<file path="src/hw/neo_bridge_config.svh">
////////////////////////////////////////
// neo bridge configuration
// widths, addresses and reset values
////////////////////////////////////////

`ifndef NEO_BRIDGE_CONFIG_SVH
`define NEO_BRIDGE_CONFIG_SVH

// host bridge
`define NB_ADDR_W 32
`define NB_DATA_W 32

// remapped pads
`define NB_PLAYERS 2

// option register region
`define NB_OPT_BASE 32'hF000_0000
`define NB_OPT_LAST 'h40

// rom mask widths
`define NB_P2_W 23
`define NB_M_W 19
`define NB_V1_W 24
`define NB_CROM_W 24

// smallest c rom size step, 256 KiB
`define NB_CROM_BASE_LIMIT 'h4_0000

// option reset values
`define NB_DIPSW_RST 8'hFF
`define NB_SYSTYPE_RST 2'd1
`define NB_CH_RST 6'h3F
`define NB_SND_RST 4'hF

`endif

</file>
<file path="src/hw/neo_bridge_pkg.sv">
////////////////////////////////////////
// neo bridge package
// bus, option, mask and pad types
////////////////////////////////////////

`include "neo_bridge_config.svh"

package neo_bridge_pkg;

	// one host cycle, rd and wr are one-cycle strobes
	typedef struct packed {
		logic wr;
		logic rd;
		logic [`NB_ADDR_W-1:0] addr;
		logic [`NB_DATA_W-1:0] wr_data;
	} bridge_req_t;

	typedef logic [`NB_P2_W-1:0] p2_mask_t;
	typedef logic [`NB_M_W-1:0] m_mask_t;
	typedef logic [`NB_V1_W-1:0] v1_mask_t;
	typedef logic [`NB_CROM_W-1:0] crom_mask_t;

	typedef struct packed {
		p2_mask_t p2;
		m_mask_t m;
		v1_mask_t v1;
		crom_mask_t crom;
	} rom_masks_t;

	typedef struct packed {
		logic [1:0] system_type;
		logic [1:0] memory_card_enable;
		logic [1:0] use_mouse;
		logic video_mode;
		logic [3:0] snd_enable;
		logic [5:0] ch_enable;
		logic [3:0] cart_pchip;
		logic use_pcm;
		logic [1:0] cart_chip;
		logic [1:0] cmc_chip;
		logic [7:0] dipsw;
		logic [7:0] screen_x_pos;
		logic [7:0] screen_y_pos;
		logic [23:0] v2_offset;
	} core_options_t;

	// pocket key bitmap, bit 0 is up
	typedef struct packed {
		logic start;
		logic select;
		logic r3;
		logic l3;
		logic r2;
		logic l2;
		logic r1;
		logic l1;
		logic y;
		logic x;
		logic b;
		logic a;
		logic right;
		logic left;
		logic down;
		logic up;
	} pad_keys_t;

	// neo geo joystick word, select on top
	typedef struct packed {
		logic select;
		logic start;
		logic d;
		logic c;
		logic b;
		logic a;
		logic up;
		logic down;
		logic left;
		logic right;
	} joy_bits_t;

	// any value not listed falls back to the default layout
	typedef enum logic [3:0] {
		LAYOUT_DEFAULT = 4'd0,
		LAYOUT_NEOGEO = 4'd1,
		LAYOUT_NEOGEO_CD = 4'd2
	} pad_layout_e;

endpackage

</file>
<file path="src/hw/core_option_regs.sv">
////////////////////////////////////////
// core_option_regs
// option registers, pchip encoding and
// the core start gate
////////////////////////////////////////

`timescale 1ns/1ps
`include "neo_bridge_config.svh"

module core_option_regs (
	input logic clk_sys,
	input logic reset_l_main,
	input neo_bridge_pkg::bridge_req_t bridge,
	input logic dataslot_allcomplete,
	input logic core_run,
	input neo_bridge_pkg::pad_keys_t p1_keys,
	output neo_bridge_pkg::core_options_t options,
	output neo_bridge_pkg::pad_layout_e pad_layout [`NB_PLAYERS],
	output logic [`NB_DATA_W-1:0] bridge_rd_data,
	output logic start_system
);

	import neo_bridge_pkg::*;

	localparam int DW = `NB_DATA_W;
	localparam int OFF_W = $clog2(`NB_OPT_LAST + 1);
	localparam logic [`NB_ADDR_W-1:0] OPT_BASE = `NB_OPT_BASE;

	typedef logic [OFF_W-1:0] off_t;

	off_t offset;
	logic in_map;
	logic pchip_main;
	logic [2:0] pchip_sub;
	logic [DW-1:0] rd_mux;

	// main chip wins, sub chips 1 to 5 map to 3 to 7
	function automatic logic [3:0] pchip_encode(input logic main, input logic [2:0] sub);
		logic [3:0] code;
		code = 4'd0;
		if (main) begin
			code = 4'd2;
		end else if (sub >= 3'd1 && sub <= 3'd5) begin
			code = 4'(sub) + 4'd2;
		end
		return code;
	endfunction

	assign offset = bridge.addr[OFF_W-1:0];
	assign in_map = (bridge.addr[`NB_ADDR_W-1:OFF_W] == OPT_BASE[`NB_ADDR_W-1:OFF_W])
		&& (offset <= off_t'(`NB_OPT_LAST));

	always_ff @(posedge clk_sys or negedge reset_l_main) begin
		if (!reset_l_main) begin
			options <= '{
				system_type: `NB_SYSTYPE_RST,
				snd_enable: `NB_SND_RST,
				ch_enable: `NB_CH_RST,
				dipsw: `NB_DIPSW_RST,
				default: '0
			};
			pchip_main <= 1'b0;
			pchip_sub <= 3'd0;
			for (int p = 0; p < `NB_PLAYERS; p++) begin
				pad_layout[p] <= LAYOUT_DEFAULT;
			end
		end else begin
			// one cycle behind the pchip registers
			options.cart_pchip <= pchip_encode(pchip_main, pchip_sub);
			if (bridge.wr && in_map) begin
				case (offset)
					off_t'('h00): pad_layout[0] <= pad_layout_e'(bridge.wr_data[3:0]);
					off_t'('h04): pad_layout[1] <= pad_layout_e'(bridge.wr_data[3:0]);
					off_t'('h08): options.dipsw <= bridge.wr_data[7:0];
					off_t'('h0C): options.system_type <= bridge.wr_data[1:0];
					off_t'('h10): options.memory_card_enable <= bridge.wr_data[1:0];
					off_t'('h14): options.use_mouse <= bridge.wr_data[1:0];
					off_t'('h18): options.video_mode <= bridge.wr_data[0];
					off_t'('h1C): options.ch_enable <= bridge.wr_data[5:0];
					off_t'('h20): options.snd_enable <= bridge.wr_data[3:0];
					off_t'('h24): pchip_main <= bridge.wr_data[0];
					off_t'('h28): options.use_pcm <= bridge.wr_data[0];
					off_t'('h2C): pchip_sub <= bridge.wr_data[2:0];
					off_t'('h30): options.cmc_chip <= bridge.wr_data[1:0];
					off_t'('h34): options.screen_x_pos <= bridge.wr_data[7:0];
					off_t'('h38): options.screen_y_pos <= bridge.wr_data[7:0];
					off_t'('h3C): options.v2_offset <= bridge.wr_data[23:0];
					off_t'('h40): options.cart_chip <= bridge.wr_data[1:0];
					default: ;
				endcase
			end
		end
	end

	// read-back, screen offsets are signed
	always_comb begin
		rd_mux = '0;
		case (offset)
			off_t'('h00): rd_mux = DW'(pad_layout[0]);
			off_t'('h04): rd_mux = DW'(pad_layout[1]);
			off_t'('h08): rd_mux = DW'(options.dipsw);
			off_t'('h0C): rd_mux = DW'(options.system_type);
			off_t'('h10): rd_mux = DW'(options.memory_card_enable);
			off_t'('h14): rd_mux = DW'(options.use_mouse);
			off_t'('h18): rd_mux = DW'(options.video_mode);
			off_t'('h1C): rd_mux = DW'(options.ch_enable);
			off_t'('h20): rd_mux = DW'(options.snd_enable);
			off_t'('h24): rd_mux = DW'(pchip_main);
			off_t'('h28): rd_mux = DW'(options.use_pcm);
			off_t'('h2C): rd_mux = DW'(pchip_sub);
			off_t'('h30): rd_mux = DW'(options.cmc_chip);
			off_t'('h34): rd_mux = DW'(signed'(options.screen_x_pos));
			off_t'('h38): rd_mux = DW'(signed'(options.screen_y_pos));
			off_t'('h3C): rd_mux = DW'(options.v2_offset);
			off_t'('h40): rd_mux = DW'(options.cart_chip);
			default: rd_mux = '0;
		endcase
	end

	// held until the next read strobe
	always_ff @(posedge clk_sys or negedge reset_l_main) begin
		if (!reset_l_main) begin
			bridge_rd_data <= '0;
		end else if (bridge.rd) begin
			bridge_rd_data <= in_map ? rd_mux : '0;
		end
	end

	// core waits for loading and a released L1
	always_ff @(posedge clk_sys or negedge reset_l_main) begin
		if (!reset_l_main) begin
			start_system <= 1'b0;
		end else begin
			start_system <= dataslot_allcomplete & core_run & ~p1_keys.l1;
		end
	end

	a_pchip_code_valid: assert property (@(posedge clk_sys) disable iff (!reset_l_main)
		options.cart_pchip != 4'd1)
		else $error("core_option_regs: cart_pchip took reserved code 1");

endmodule

</file>
<file path="src/hw/neo_bridge_top.sv">
////////////////////////////////////////
// neo_bridge_top
// host bridge options, rom masks and pads
////////////////////////////////////////

`timescale 1ns/1ps
`include "neo_bridge_config.svh"

module neo_bridge_top (
	input logic clk_sys,
	input logic reset_l_main,
	input neo_bridge_pkg::bridge_req_t bridge,
	input logic dataslot_allcomplete,
	input logic core_run,
	input neo_bridge_pkg::pad_keys_t pad_keys [`NB_PLAYERS],
	output logic [`NB_DATA_W-1:0] bridge_rd_data,
	output neo_bridge_pkg::core_options_t options,
	output neo_bridge_pkg::rom_masks_t rom_masks,
	output neo_bridge_pkg::joy_bits_t joystick [`NB_PLAYERS],
	output logic start_system
);

	import neo_bridge_pkg::*;

	// layout per player, from the option registers
	pad_layout_e pad_layout [`NB_PLAYERS];

	rom_mask_tracker u_rom_mask_tracker (
		.clk_sys(clk_sys),
		.reset_l_main(reset_l_main),
		.bridge(bridge),
		.rom_masks(rom_masks)
	);

	core_option_regs u_core_option_regs (
		.clk_sys(clk_sys),
		.reset_l_main(reset_l_main),
		.bridge(bridge),
		.dataslot_allcomplete(dataslot_allcomplete),
		.core_run(core_run),
		.p1_keys(pad_keys[0]),
		.options(options),
		.pad_layout(pad_layout),
		.bridge_rd_data(bridge_rd_data),
		.start_system(start_system)
	);

	pad_layout_remap u_pad_layout_remap (
		.clk_sys(clk_sys),
		.reset_l_main(reset_l_main),
		.pad_keys(pad_keys),
		.pad_layout(pad_layout),
		.joystick(joystick)
	);

endmodule

</file>
<file path="src/hw/pad_layout_remap.sv">
////////////////////////////////////////
// pad_layout_remap
// pocket keys to neo geo joystick bits
////////////////////////////////////////

`timescale 1ns/1ps
`include "neo_bridge_config.svh"

module pad_layout_remap (
	input logic clk_sys,
	input logic reset_l_main,
	input neo_bridge_pkg::pad_keys_t pad_keys [`NB_PLAYERS],
	input neo_bridge_pkg::pad_layout_e pad_layout [`NB_PLAYERS],
	output neo_bridge_pkg::joy_bits_t joystick [`NB_PLAYERS]
);

	import neo_bridge_pkg::*;

	function automatic joy_bits_t remap(input pad_keys_t k, input pad_layout_e layout);
		joy_bits_t j;
		j.select = k.select;
		j.start = k.start;
		j.up = k.up;
		j.down = k.down;
		j.left = k.left;
		j.right = k.right;
		case (layout)
			// arcade stick order
			LAYOUT_NEOGEO: begin
				j.d = k.a;
				j.c = k.x;
				j.b = k.b;
				j.a = k.y;
			end
			LAYOUT_NEOGEO_CD: begin
				j.d = k.x;
				j.c = k.y;
				j.b = k.a;
				j.a = k.b;
			end
			// snes / xbox style pads
			default: begin
				j.d = k.y;
				j.c = k.x;
				j.b = k.b;
				j.a = k.a;
			end
		endcase
		return j;
	endfunction

	always_ff @(posedge clk_sys or negedge reset_l_main) begin
		if (!reset_l_main) begin
			for (int p = 0; p < `NB_PLAYERS; p++) begin
				joystick[p] <= '0;
			end
		end else begin
			for (int p = 0; p < `NB_PLAYERS; p++) begin
				joystick[p] <= remap(pad_keys[p], pad_layout[p]);
			end
		end
	end

endmodule

</file>
<file path="src/hw/rom_mask_tracker.sv">
////////////////////////////////////////
// rom_mask_tracker
// derives P2, M, V1 and C ROM masks
// from host writes into the ROM windows
////////////////////////////////////////

`timescale 1ns/1ps
`include "neo_bridge_config.svh"

module rom_mask_tracker (
	input logic clk_sys,
	input logic reset_l_main,
	input neo_bridge_pkg::bridge_req_t bridge,
	output neo_bridge_pkg::rom_masks_t rom_masks
);

	import neo_bridge_pkg::*;

	localparam logic [`NB_ADDR_W-1:0] P2_BASE = 32'h1000_0000;
	localparam logic [`NB_ADDR_W-1:0] M_BASE = 32'h10F8_0000;
	localparam logic [`NB_ADDR_W-1:0] V1_BASE = 32'h2000_0000;
	localparam logic [`NB_ADDR_W-1:0] CROM_BASE = 32'h4000_0000;
	// covers 256 KiB << 7, the largest threshold
	localparam int CROM_ADDR_W = 26;
	localparam int THRESH_N = `NB_CROM_W - 16;
	// widest of the fill-down windows
	localparam int STAGE_W = `NB_V1_W;

	logic [STAGE_W-1:0] addr_q;
	logic p2_hit_q;
	logic m_hit_q;
	logic v1_hit_q;
	logic [CROM_ADDR_W-1:0] crom_addr;
	logic [THRESH_N-1:0] crom_above;
	logic [THRESH_N-1:0] crom_thresh;
	p2_mask_t p2_mask;
	m_mask_t m_mask;
	v1_mask_t v1_mask;
	crom_mask_t crom_mask;

	// stage 1, window hits
	always_ff @(posedge clk_sys or negedge reset_l_main) begin
		if (!reset_l_main) begin
			p2_hit_q <= 1'b0;
			m_hit_q <= 1'b0;
			v1_hit_q <= 1'b0;
		end else begin
			p2_hit_q <= bridge.wr && (bridge.addr[31:23] == P2_BASE[31:23]);
			m_hit_q <= bridge.wr && (bridge.addr[31:19] == M_BASE[31:19]);
			v1_hit_q <= bridge.wr && (bridge.addr[31:24] == V1_BASE[31:24]);
		end
	end

	always_ff @(posedge clk_sys) begin
		addr_q <= bridge.addr[STAGE_W-1:0];
	end

	// stage 2, fill-down masks
	span_mask #(.mask_t(p2_mask_t)) u_p2_mask (
		.clk_sys(clk_sys),
		.reset_l_main(reset_l_main),
		.hit(p2_hit_q),
		.addr(addr_q[`NB_P2_W-1:0]),
		.mask(p2_mask)
	);

	span_mask #(.mask_t(m_mask_t)) u_m_mask (
		.clk_sys(clk_sys),
		.reset_l_main(reset_l_main),
		.hit(m_hit_q),
		.addr(addr_q[`NB_M_W-1:0]),
		.mask(m_mask)
	);

	span_mask #(.mask_t(v1_mask_t)) u_v1_mask (
		.clk_sys(clk_sys),
		.reset_l_main(reset_l_main),
		.hit(v1_hit_q),
		.addr(addr_q[`NB_V1_W-1:0]),
		.mask(v1_mask)
	);

	// c rom size steps, bit k above 256 KiB << k
	always_comb begin
		for (int k = 0; k < THRESH_N; k++) begin
			crom_above[k] = crom_addr > (CROM_ADDR_W'(`NB_CROM_BASE_LIMIT) << k);
		end
	end

	// c rom runs 3 deep: last address, thresholds, mask
	always_ff @(posedge clk_sys or negedge reset_l_main) begin
		if (!reset_l_main) begin
			crom_addr <= '0;
			crom_thresh <= '0;
			crom_mask <= '0;
		end else begin
			if (bridge.wr && (bridge.addr[31:28] == CROM_BASE[31:28])) begin
				crom_addr <= bridge.addr[CROM_ADDR_W-1:0];
			end
			crom_thresh <= crom_above;
			crom_mask <= {crom_thresh, {(`NB_CROM_W - THRESH_N){|crom_thresh}}};
		end
	end

	assign rom_masks = '{p2: p2_mask, m: m_mask, v1: v1_mask, crom: crom_mask};

	a_no_rd_wr_overlap: assert property (@(posedge clk_sys) disable iff (!reset_l_main)
		!(bridge.rd && bridge.wr))
		else $error("rom_mask_tracker: rd and wr strobes high together");

endmodule

</file>
<file path="src/hw/span_mask.sv">
////////////////////////////////////////
// span_mask
// registered fill-down mask of a ROM window
////////////////////////////////////////

`timescale 1ns/1ps

module span_mask #(
	parameter type mask_t = logic [7:0]
) (
	input logic clk_sys,
	input logic reset_l_main,
	input logic hit,
	input logic [$bits(mask_t)-1:0] addr,
	output mask_t mask
);

	mask_t fill;

	// bit i set when any address bit at or above i is set
	always_comb begin
		logic seen;
		seen = 1'b0;
		for (int i = $bits(mask_t) - 1; i >= 0; i--) begin
			seen = seen | addr[i];
			fill[i] = seen;
		end
	end

	always_ff @(posedge clk_sys or negedge reset_l_main) begin
		if (!reset_l_main) begin
			mask <= '0;
		end else if (hit) begin
			mask <= fill;
		end
	end

	// mask stays a solid run of ones from bit 0
	a_mask_contiguous: assert property (@(posedge clk_sys) disable iff (!reset_l_main)
		((mask & (mask + 1'b1)) == '0))
		else $error("span_mask: mask %h is not contiguous", mask);

endmodule

</file>
<file path="config.mk">
export PLATFORM = sky130hd
export DESIGN_NAME = neo_bridge_top
export DESIGN_NICKNAME = d
export VERILOG_FILES = /design/src/hw/neo_bridge_pkg.sv /design/src/hw/core_option_regs.sv /design/src/hw/neo_bridge_top.sv /design/src/hw/pad_layout_remap.sv /design/src/hw/rom_mask_tracker.sv /design/src/hw/span_mask.sv
export VERILOG_INCLUDE_DIRS = /design/src /design/src/hw
export SDC_FILE = /design/constraint.sdc
export NUM_CORES = 1
export LEC_CHECK = 0
export BUFFER_PORTS_ARGS = -buffer_cell sky130_fd_sc_hd__buf_2
export CORE_MARGIN = 1
export CORE_UTILIZATION = 55
export CTS_BUF_LIST = sky130_fd_sc_hd__clkbuf_4 sky130_fd_sc_hd__clkbuf_8
export DETAILED_ROUTE_END_ITERATION = 8
export GPL_ROUTABILITY_DRIVEN = 0
export PLACE_DENSITY_LB_ADDON = 0.15
export SYNTH_ARGS = -nofsm -noshare
export SYNTH_HDL_FRONTEND = slang
export SYNTH_SLANG_ARGS = --single-unit
export TNS_END_PERCENT = 50
</file>
<file path="constraint.sdc">
create_clock -name clk_sys -period 3.9 [get_ports clk_sys]
set_input_delay 0.195 -clock clk_sys [delete_from_list [all_inputs] [get_ports clk_sys]]
set_output_delay 0.195 -clock clk_sys [all_outputs]
set_load 0.03 [all_outputs]
</file>
== After elaboration in Yosys (flattened, before gate mapping) ==
Index checks and enable logic that the tools add are counted.
Cells by class
  $add $sub $neg: 1
  multiply operators: 0
  div/mod/pow operators: 0
  $lt $le $gt $ge: 11
  equality and inequality tests: 25
  shift-type cells: 0
  multiplexer cells: 6
  bitwise gates (word level): 66
  reduce and logical (&&, ||, !) cells: 26
Operators with widths (number)
  $pmux 32 s17: 1
  $or 1x1->1: 63
  $eq 7x6->1 const B: 8
  $reduce_and 2->1: 17
  $mux 32: 1
  $eq 7x5->1 const B: 4
  $gt 26x19->1 const B: 1
  $gt 26x20->1 const B: 1
  $gt 26x21->1 const B: 1
  $gt 26x22->1 const B: 1
  $gt 26x23->1 const B: 1
  $gt 26x24->1 const B: 1
  $gt 26x25->1 const B: 1
  $gt 26x26->1 const B: 1
  $eq 25x25->1 const B: 1
  $pmux 4 s2: 2
  $eq 7x4->1 const B: 2
  $eq 13x10->1 const B: 1
  $eq 9x6->1 const B: 1
  $eq 4x1->1 const B: 2
  $eq 4x2->1 const B: 2
  $eq 8x6->1 const B: 1
  $mux 4: 2
  $reduce_or 8->1: 1
  11 further kinds: 18
Storage, ports and cells
  flip-flop bits (word level): 290
  bits in latches: 0
  memory bits (writable): 0
  bits in read-only memories: 0
  bits of input ports: 102
  output and inout bits: 217
  memories: 0

== Depth between registers and ports, before layout ==
  depth in word-level cells: 23
  mapped depth: 8
  depth with buffers taken out: 5

== By module ==
A second synthesis with hierarchy kept.
Unflattened totals
  cells, all modules: 919
  area, all modules: 11262.1 um^2
Modules (own cells, without submodules)
  core_option_regs: times used 1, cells each 435, area an instance 5341.4 um^2, sequential area each 2826.5 um^2
  rom_mask_tracker: times used 1, cells each 163, area an instance 2372.3 um^2, sequential area each 1631.6 um^2
  span_mask at u_rom_mask_tracker.u_v1_mask: times used 1, cells each 96, area an instance 1042.2 um^2, sequential area each 600.6 um^2
  span_mask at u_rom_mask_tracker.u_p2_mask: times used 1, cells each 87, area an instance 967.2 um^2, sequential area each 575.6 um^2
  span_mask at u_rom_mask_tracker.u_m_mask: times used 1, cells each 82, area an instance 795.8 um^2, sequential area each 475.5 um^2
  pad_layout_remap: times used 1, cells each 56, area an instance 743.2 um^2, sequential area each 500.5 um^2

== Worst setup path before layout ==
No wires, ideal clock.
  kind: input to register
  start: input port bridge[34] in the netlist's numbering
  end: register u_core_option_regs.options[70] (netlist name)
  library setup time: 0.125 ns
  data arrival time: 2.215 ns
  data required time: 3.775 ns
  setup slack: 1.560 ns
  cell stages on the path: 8
  buffers on the path: 3
  cells stage by stage: buf_2 or4_1 buf_2 o31ai_4 nand4b_4 buf_6 nor3_2 mux2_2
On the way
  cells in the longest elaborated chain, start to end: 4
  elaborated cells between the ends (all ways): 5
Ends and longest elaborated chain
  start, declared: RTL line neo_bridge_top.sv:12  | input neo_bridge_pkg::bridge_req_t bridge,
  $le 7x7->1: RTL line core_option_regs.sv:51  | && (offset <= off_t'(`NB_OPT_LAST));
  $logic_and 1x1->1: RTL line core_option_regs.sv:50  | assign in_map = (bridge.addr[`NB_ADDR_W-1:OFF_W] == OPT_BASE[`NB_ADDR_W-1:OFF_W])
  $logic_and 1x1->1: RTL line core_option_regs.sv:70  | if (bridge.wr && in_map) begin
  $reduce_and 2->1 (no source line) (*)
Mark *: on every way between the ends. The rest lies on a longest branch, timed or not.
A chain may end at the register's enable or synchronous reset.

== Final worst setup path ==
  start: input port bridge[35] in the netlist's numbering
  end: register u_core_option_regs.options[31] (netlist name)
On the way
  cells in the longest elaborated chain, start to end: 4
  elaborated cells between the ends (all ways): 5
Ends and longest elaborated chain (RTL line)
  $le 7x7->1: core_option_regs.sv:51
  $logic_and 1x1->1: core_option_regs.sv:50
  $logic_and 1x1->1: core_option_regs.sv:70
  $reduce_and 2->1 (no source line) (*)
Marks and branches as above.

==> reports/results.tsv <==
stage	metric	value	unit
route	1st-iter DRT viols	436	
route	Detail Route Antenna Nets	0	
worst_setup_path	Data arrival, critical path	3540	ps
die	area of the core	0.01902	sq mm
job	maxcap violations	0	
clocking	worst-skew pair later-pin latency	540	ps
grt	total gr overflow	0	
worst_setup_path	crit path launch type	input pin	
min_path	hold_sp	bridge[36]	
logic_synthesis	EDFF count, synth	0	
clocking	Max Root-Sink Buffers	3	
route	Vias	8558	
cells_and_area	multi-input logic area	0.003777	sq mm
route	WL per Instance	19.05	um
logic_synthesis	Main synth FF type	dfrtp_1	
grt	largest net degree at the start of global routing	104	
place	IO Port Bufs	299	
worst_setup_path	reg2reg path depth	5	
grt	GRT Util Overall	29.28	%
power_and_ir_drop	pwr dens	436.0	mW/mm^2
die	die area	0.02026	sq mm
grt	most crowded layer after global routing	met2	
clocking	CTS buffer count	42	
worst_setup_path	worst-path cell chain	dlygate4sd3_1 -> buf_2 -> or4_1 -> o31ai_4 -> nand4b_4 -> nor3_4 -> mux2_2	
route	total wire length	29400	um
die	std cell rows	50	
worst_setup_path	Reg2Reg Setup Slack	1150	ps
cells_and_area	most frequent cells in the layout	buf_2 (298), dfrtp_1 (225), mux2_2 (115), nor2_1 (105), dlygate4sd3_1 (75)	
sta	setup violators final	0	
clocking	TritonCTS clock tree	yes	
logic_synthesis	synthesized flop and latch total	268	
route	DRC viols	0	
min_path	worst min-delay path class	input pin to register	
sta	Final Skew	19.07	ps
clocking	Reg clk slew, reported paths	60	ps
die	Die Y	142.4	um
min_path	Hold Path Stages	1	
cells_and_area	FILL cells	1347	
die	I/O pin total	319	
cells_and_area	nets	1354	
clocking	number of clock sinks	268	
die	Initial Util	56.97	%
logic_synthesis	Synthesis Warnings	0	
cells_and_area	layout cell share with drive strength beyond 1	42.32	%
place	DP HPWL	19010	um
outcome	status	completed	
worst_setup_path	Setup crit end kind	register	
grt	antenna violations before repair	0	
worst_setup_path	kind of critical path	input pin to register	
clocking	H-Tree Depth	2	
sta	RSZ-0062 raised after global routing	false	
power_and_ir_drop	Leak	7.080	nW
die	Die Span X	142.4	um
logic_synthesis	Avg Cell Area, Syn	12.27	sq um
grt	met2 Usage GRT	50.26	%
sta	fmax	0.3189	GHz
route	first-pass iteration count of the detailed router	6	
grt	M1 GR Usage	35.66	%
worst_setup_path	worst path required time	4310	ps
route	vias per cell	5.546	
cells_and_area	Synth-to-Final Area Change	30.27	%
worst_setup_path	FF-to-FF End	u_rom_mask_tracker.u_v1_mask.mask[0]	
sta	Max-slew headroom	19.98	%
sta	setup_tns	0	ps
logic_synthesis	Post-synth ARST share	91.04	%
logic_synthesis	synth unique cells	63	
sta	Pins Over Slew Limit	0	
cells_and_area	register area	0.006610	sq mm
grt	global-route wire length before repair	45540	um
min_path	Worst Hold Path EP	u_rom_mask_tracker.addr_q[4]	
sta	worst hold slack	44.32	ps
cells_and_area	n_diodes	0	
sta	Tcrit/Tclk final	80.40	%
sta	worst slew pin tran	1200	ps
power_and_ir_drop	VDD IR max	0.0002944	V
worst_setup_path	crit-path max FO	20	
clocking	Resize count post-CTS	0	
grt	vias in the first global route	8584	
clocking	Root Driver	clkbuf_8	
worst_setup_path	Crit-path slowest cell	or4_1	
worst_setup_path	reg2reg start	u_rom_mask_tracker.addr_q[18]	
logic_synthesis	fraction of the yosys area taken by sequential cells	61.01	%
sta	final-report hold violation count	0	
worst_setup_path	max incr delay on CP	800	ps
logic_synthesis	cells after synthesis	883	
logic_synthesis	Syn Std Cell Area	0.01083	sq mm
sta	Period minus WS final	3135	ps
grt	grt met3 use	7.537	%
cells_and_area	commonest non-fill, non-tap cell in the layout	buf_2	
logic_synthesis	syn_nets	988	
area by class of cell:
type                    count  share of cell area, %
clock buffers              71                  5.949
clock inverters             7                 0.6560
inverters                  31                 0.8245
multi-input cells         521                  26.76
flip-flops and latches    268                  46.84
well taps                 260                  2.305
repair buffers            385                  16.67
layer usage:
layer	vias to the layer above	wire, um
met5	-	0
met4	0	711
met3	61	2379
met2	373	14860
met1	4216	11440
li1	3908	-
synthesized netlist by cell type (3+ instances only):
| master | n | area share (%) |
|---|---|---|
| a22o_1 | 6 | 0.49 |
| nand2b_1 | 6 | 0.35 |
| o31ai_1 | 3 | 0.21 |
| a21oi_1 | 67 | 3.1 |
| mux2i_1 | 6 | 0.55 |
| nor3_1 | 17 | 0.79 |
| and3_1 | 6 | 0.35 |
| nand3_1 | 11 | 0.51 |
| mux2_2 | 115 | 12 |
| ha_1 | 3 | 0.35 |
| nor4_1 | 15 | 0.87 |
| a31oi_1 | 13 | 0.75 |
| o22ai_1 | 29 | 1.7 |
| nor4b_1 | 4 | 0.32 |
| or4_1 | 4 | 0.28 |
| nor3_2 | 4 | 0.37 |
| buf_1 | 8 | 0.28 |
| buf_4 | 22 | 1.5 |
| inv_1 | 31 | 1.1 |
| or3_1 | 6 | 0.35 |
| nor3b_1 | 5 | 0.35 |
| and2_1 | 4 | 0.23 |
| o21ai_0 | 6 | 0.28 |
| o32a_1 | 3 | 0.28 |
| nand2_1 | 12 | 0.42 |
| dfxtp_1 | 24 | 4.4 |
| buf_2 | 3 | 0.14 |
| nor2b_1 | 6 | 0.35 |
| dfstp_2 | 19 | 4.6 |
| a22oi_1 | 7 | 0.49 |
| nor2_1 | 105 | 3.6 |
| nand3b_1 | 4 | 0.28 |
| dfrtp_1 | 225 | 52 |
| clkbuf_1 | 29 | 1.0 |
| nor3_4 | 8 | 1.2 |
| o2bb2ai_1 | 4 | 0.32 |
| a222oi_1 | 4 | 0.37 |
| nand4_1 | 3 | 0.17 |
logic make-up after synthesis:
logic type,after synthesis,share of synthesized area [%]
flops,268,61.01
simple gates,233,12.03
compound gates,162,9.666
mux,123,12.82
buf+inv,94,4.123
fa+ha+maj,3,0.3465
flip-flops by register name, indices dropped and copies added (netlist names):
register                           count
u_rom_mask_tracker.u_m_mask.mask      19
u_rom_mask_tracker.u_v1_mask.mask     24
u_rom_mask_tracker.m_hit_q             1
u_pad_layout_remap.joystick           20
u_rom_mask_tracker.crom_thresh         8
u_rom_mask_tracker.v1_hit_q            1
u_core_option_regs.start_system        1
u_rom_mask_tracker.u_p2_mask.mask     23
u_core_option_regs.options            74
u_core_option_regs.pad_layout          8
u_rom_mask_tracker.crom_mask           9
u_core_option_regs.bridge_rd_data     25
u_core_option_regs.pchip_main          1
u_rom_mask_tracker.addr_q             24
u_rom_mask_tracker.crom_addr          26
u_core_option_regs.pchip_sub           3
u_rom_mask_tracker.p2_hit_q            1
how the worst max path moves through the flow:
stage | start | to | slack [ps]
2_1_floorplan | bridge[34] | u_core_option_regs.options[70] | 1560
3_3_place_gp | bridge[35] | u_core_option_regs.options[31] | 850
3_5_place_dp | bridge[35] | u_core_option_regs.options[26] | 830
4_1_cts | bridge[35] | u_core_option_regs.options[31] | 820
5_1_grt | bridge[35] | u_core_option_regs.options[30] | 710
6_report | bridge[35] | u_core_option_regs.options[31] | 760
worst max-delay path, delay by kind of cell:
kind | cells | cell delay (ps)
AOI/OAI and AO/OA | 1 | 290
buffers and inverters | 2 | 800
muxes | 1 | 400
and+or+nand+nor | 3 | 1830
power breakdown:
group / internal, mW / total, mW / switching [mW]
logic: 0.223 / 0.572 / 0.349
registers: 2.93 / 3.02 / 0.0910
clock network: 1.49 / 2.56 / 1.07
total: 4.65 / 6.15 / 1.51
stage by stage:
step	instance area, sq um	instances	total power, mW	worst slack [ps]	util (%)
after detailed placement	12430	1390	3.579	834.4	65.36
after global routing	14110	1543	6.394	710.8	74.21
after CTS	14110	1543	6.197	824.3	74.21
final	14110	1543	6.153	764.6	74.21
after global placement	12430	1390	3.565	850.8	65.36
after floorplan	10830	883	3.343	1560	-
timing repair:
action | CTS | global route
hold endpoints to repair | 202 | 0
hold buffers | 75 | 0
buffers inserted | 0 | 0
(Power assumes the default switching activity.)
